==> src/source/glb_pkg.sv <==
package glb_pkg;

    // bus word and address geometry
    localparam int DATA_W = 32;
    localparam int ADDR_W = 12;             // word address, not byte address

    // default storage layout, overridden from the top level
    localparam int DEF_NUM_BANKS  = 4;
    localparam int DEF_BANK_WORDS = 256;

    // one access into the bank array
    // rd and wr are single-cycle strobes and never high together
    typedef struct packed {
        logic [ADDR_W-1:0] addr;            // low bits pick the bank
        logic [DATA_W-1:0] wdata;
        logic              rd;
        logic              wr;
    } glb_req_t;

endpackage

==> src/source/wb_pkg.sv <==
package wb_pkg;

    // wishbone classic, master side outputs
    typedef struct packed {
        logic                      cyc;
        logic                      stb;
        logic                      we;
        logic [glb_pkg::ADDR_W-1:0] adr;   // word address
        logic [glb_pkg::DATA_W-1:0] dat;   // write data
    } wb_m2s_t;

    // wishbone classic, slave side outputs
    typedef struct packed {
        logic                      ack;
        logic                      err;    // address outside the buffer
        logic [glb_pkg::DATA_W-1:0] dat;   // read data, held until next read ack
    } wb_s2m_t;

endpackage

==> src/source/wb_glb_port.sv <==
`timescale 1ns/1ps

// wishbone classic slave in front of the bank array
// write acks one cycle after accept, read acks two cycles after,
// out of range ends with err and never reaches a bank
module wb_glb_port #(
    parameter int NUM_BANKS  = 4,
    parameter int BANK_WORDS = 256
) (
    input  logic                       clk,
    input  logic                       rst_n,
    input  wb_pkg::wb_m2s_t            wb_i,
    output wb_pkg::wb_s2m_t            wb_o,
    output glb_pkg::glb_req_t          req,
    input  logic [glb_pkg::DATA_W-1:0] rdata
);

    import glb_pkg::*;

    localparam int CAPACITY = NUM_BANKS * BANK_WORDS;

    logic              in_range;
    logic              idle;
    logic              accept;
    logic              rd_pend;             // waiting on the bank read latency
    logic              ack_q;
    logic              err_q;
    logic [DATA_W-1:0] dat_q;

    assign in_range = 32'(wb_i.adr) < CAPACITY;

    // busy while a read is in flight or a response is on the bus,
    // so a held stb is not taken a second time
    assign idle   = !rd_pend && !ack_q && !err_q;
    assign accept = wb_i.cyc && wb_i.stb && idle;

    always_comb begin
        req.addr  = wb_i.adr;
        req.wdata = wb_i.dat;
        req.rd    = accept && in_range && !wb_i.we;
        req.wr    = accept && in_range && wb_i.we;
    end

    always_ff @(posedge clk or negedge rst_n) begin
        if (!rst_n) begin
            rd_pend <= 1'b0;
            ack_q   <= 1'b0;
            err_q   <= 1'b0;
        end else begin
            rd_pend <= req.rd;
            ack_q   <= req.wr || (rd_pend && wb_i.cyc);   // read ack dropped on abort
            err_q   <= accept && !in_range;
        end
    end

    // bank output is valid the cycle after the strobe
    always_ff @(posedge clk or negedge rst_n) begin
        if (!rst_n) begin
            dat_q <= '0;
        end else if (rd_pend && wb_i.cyc) begin
            dat_q <= rdata;
        end
    end

    always_comb begin
        wb_o.ack = ack_q;
        wb_o.err = err_q;
        wb_o.dat = dat_q;
    end

endmodule

==> config.mk <==
export PLATFORM = sky130hd
export DESIGN_NAME = wb_glb_port
export DESIGN_NICKNAME = d
export VERILOG_FILES = /design/src/source/glb_pkg.sv /design/src/source/wb_pkg.sv /design/src/source/wb_glb_port.sv
export SDC_FILE = /design/constraint.sdc
export NUM_CORES = 1
export LEC_CHECK = 0
export ABC_AREA = 1
export BUFFER_PORTS_ARGS = -buffer_cell sky130_fd_sc_hd__buf_2
export CELL_PAD_IN_SITES_DETAIL_PLACEMENT = 0
export CELL_PAD_IN_SITES_GLOBAL_PLACEMENT = 2
export CORE_ASPECT_RATIO = 0.5
export CORE_MARGIN = 1.5
export CORE_UTILIZATION = 20
export DETAILED_ROUTE_END_ITERATION = 7
export GPL_TIMING_DRIVEN = 0
export PLACE_DENSITY_LB_ADDON = 0.1
export SLEW_MARGIN = 20
export SYNTH_ARGS = -nofsm -noshare
export SYNTH_HDL_FRONTEND = slang
export SYNTH_SLANG_ARGS = --single-unit
==> constraint.sdc <==
create_clock -name clk -period 1.4 [get_ports clk]
set_input_delay 0 -clock clk [delete_from_list [all_inputs] [get_ports clk]]
set_output_delay 0 -clock clk [all_outputs]
set_load 0.03 [all_outputs]
Word-level counts from Yosys, hierarchy flattened. Index checks and enable logic that the tools add are counted. Widths: inputs -> output; s select.

Bits of input ports: 81. Register bits after elaboration: 35. Output and inout port bits: 80.

Magnitude comparators: 1. Reductions and logical operators: 15.

Operators with widths (number): $lt 12x11->1 const B (1); $logic_and 1x1->1 (9); $logic_not 1->1 (5); $logic_or 1x1->1 (1).

Depth between registers and ports, before layout.
Word-level depth: 7. Gate-level depth with buffers: 5. Gate-level depth less buffers: 4.

Least setup slack after synthesis. OpenSTA, ideal clock, no wires.

Path type: register to register. Start: reg rd_pend. End: reg rd_pend. Library setup time: 0.178 ns. Cell stages (with the launch flop): 5. Buffers on the path: 1. Required time: 1.222 ns. Period minus slack after synthesis: 1.283 ns. Path slack: 0.117 ns. Data arrival time: 1.105 ns. Cell sequence: dfrtp_1 > buf_6 > nor2_4 > nand3_1 > nor2_1.

RTL lines: start, declared (line wb_glb_port.sv:25) `logic rd_pend;`; start signal, assigned (line wb_glb_port.sv:50) `rd_pend <= req.rd;`.

==> qor.yml <==
global_routing:
  grt_pass1_vias: 1804
  grt.overflow.total: 0
  grt_pass1_wl_um: 8450
  grtUsageTotal: 0.108
  antenna_found_initial: 0
  grt_max_degree: 36
timing:
  setup_tns_ns: 0
  worstMarginPinSlew_ns: 0.838
  setup_viol: 0
  hold_viol: 0
  layout_min_cycle_time_ns: 1.30
  slew_headroom: 0.441
  finClkSkew_ns: 0.00239
  finalMaxSlewViolations: 0
  max_freq_mhz: 768
  whs_ns: 0.00685
  fin_crit_sh: 0.930
min_path:
  hold_path_class: "in -> reg"
cells_and_area:
  nFillCells: 962
  final_net_count: 440
  area_growth_pct: 67.6
  multi_input_area_um2: 499
  seq_area_um2: 876
  final_area_um2: 3080
  insertedDiodeCount: 0
  drive_above_1_share: 0.539
floorplanning:
  die_h_um: 70.8
  core.rowCount: 24
  die_x_um: 139
  io_pins: 161
  initial_core_util: 0.209
  die-area_um2: 9800
  core-area_um2: 8800
placement:
  gp_congestion: 0.661
  placed_area_um2: 2570
  hpwl_um: 3970
  io_buffer_count: 117
detailed_routing:
  drtIter0Drc: 28
  firstDrtPassIters: 4
  antenna_left: 0
  via_per_inst: 3.85
  drc: 0
  drt-total-wl_um: 5230
  wl_per_cell_um: 11.0
  via_count: 1837
critical_path:
  cp-end-kind: "primary output"
  cp_data_required_time_ns: 1.40
  crit_buf_inv: 2
  crit_type: "reg -> out"
  startpoint_type: "register"
  critPathTopFamily: "flip-flops"
  cp.arrival_ns: 1.30
  cp_cell_sequence: "buf_6, nor2_4, nand3_1, nor2_1, buf_4"
  slowest_stage: "dfrtp_1"
  slowest_delay_ns: 0.37
  crit_fanout: 7
yosys:
  synthArstFlopShare: 1.00
  yosysMostFrequentCell: "nand2_1"
  synth-seq-area-share: 0.477
  synth_top_area_cell: "dfrtp_1"
  synth_flop_cell: "dfrtp_1"
  synth_edf_count: 0
  yosysUniqueCellTypes: 12
  syn_inst: 200
  syn_area_per_cell_um2: 9.18
  syn_nets: 281
  synth_top_area_share: 0.477
  yosysWarningCount: 0
  netlist_area_um2: 1840
  yosys-top-cells-area: "dfrtp_1 48%, buf_4 20%, nand2_1 12%, nand3_1 9.0%, buf_6 4.9%"
  ys_ff_latch: 35
  ys_top_cells_by_count: "57 x nand2_1, 49 x buf_4, 35 x dfrtp_1"
pwr:
  power_density_nw_per_um2: 1160
  power.leakage_nw: 1.78
  peakVddDrop_mv: 0.431
clock_tree:
  htreeDepth: 2
  cts_root_buf: "clkbuf_16"
  cts.sinks: 35
  tritoncts: "yes"
  cts_made_buffers: 5
  clockBufferDepth: 2
  insertion_delay_ns: 0.27
  clk_pin_slew_ns: 0.05
flow_run:
  cap_violations: 0
run_status:
  outcome: "finished clean"
==> flip-flops by register name, summed over array words and instances (netlist names) <==
register,count
ack_q,1
dat_q,32
err_q,1
rd_pend,1
==> layout make-up <==
class                   count  area share
repair buffers            152       0.305
multi-input cells         107       0.162
plain buffers              57       0.149
inverters                   1     0.00122
well taps                 117      0.0476
flip-flops and latches     35       0.285
clock buffers               8      0.0508
==> worst paths after layout <==
| path | start | to | slack [ns] | depth (start not counted) |
|---|---|---|---|---|
| max | rd_pend | req[1] | 0.1 | 5 |
| min | wb_i[46] | dat_q[31] | 0.007 | 3 |
| max reg2reg | rd_pend | ack_q | 0.37 | 5 |
| min reg2reg | dat_q[19] | dat_q[19] | 0.47 | 2 |
| max in group asynchronous | rst_n | dat_q[11] | 0.50 | 2 |
| min in group asynchronous | rst_n | err_q | 0.38 | 2 |
==> per-stage QoR <==
step	power [W]	util	setup slack, ns	std cells
2_1_floorplan	0.00204	-	0.117	200
3_3_place_gp	0.00239	0.292	0.330	434
3_5_place_dp	0.00240	0.292	0.341	434
4_1_cts	0.00366	0.348	0.0454	476
5_1_grt	0.00380	0.350	-0.0000810	477
6_report	0.00358	0.350	0.0986	477
==> per-layer routing <==
layer	vias to the layer above	wire, um	GRT usage
met5	-	0	0
met4	0	36	0.0351
met3	2	474	0.0379
met2	95	2670	0.198
met1	835	2040	0.119
li1	905	-	-
==> report_power, final <==
part           internal [W]  switching (W)  leakage (nW)
Sequential          0.00118      0.0000924         0.461
Combinational      0.000427       0.000739          1.24
Clock              0.000757       0.000387        0.0772
Total               0.00237        0.00122          1.78
==> cell usage in the layout (no fill, tap or decap), types with 2 or more instances in the layout <==
cell | netlist | final
dfrtp_1 | 35 | 35
nand3_1 | 33 | 33
buf_2 | 0 | 115
nand2_2 | 9 | 9
clkbuf_8 | 0 | 2
clkbuf_16 | 0 | 5
buf_4 | 49 | 51
nor2_1 | 4 | 4
dlygate4sd3_1 | 0 | 34
buf_6 | 8 | 8
nand2_1 | 57 | 57
==> kinds of logic after synthesis <==
family        synth area share
simple gates             0.272
buf+inv                  0.251
flops                    0.477
==> worst register-to-register path, cell delays in order, from the launching register on <==
cell	delay (ns)
dfrtp_1	0.37
buf_6	0.15
nor2_4	0.12
nand4_1	0.13
buf_4	0.16
nand2_1	0.05
==> timing repair <==
item,in CTS,in global routing
setup buffers,0,1
hold buffers,34,0
endpoints found under the hold margin,68,0
gates resized for setup,0,3
setup endpoints to repair,0,2
Note: power is estimated with default switching activity, not from simulation.
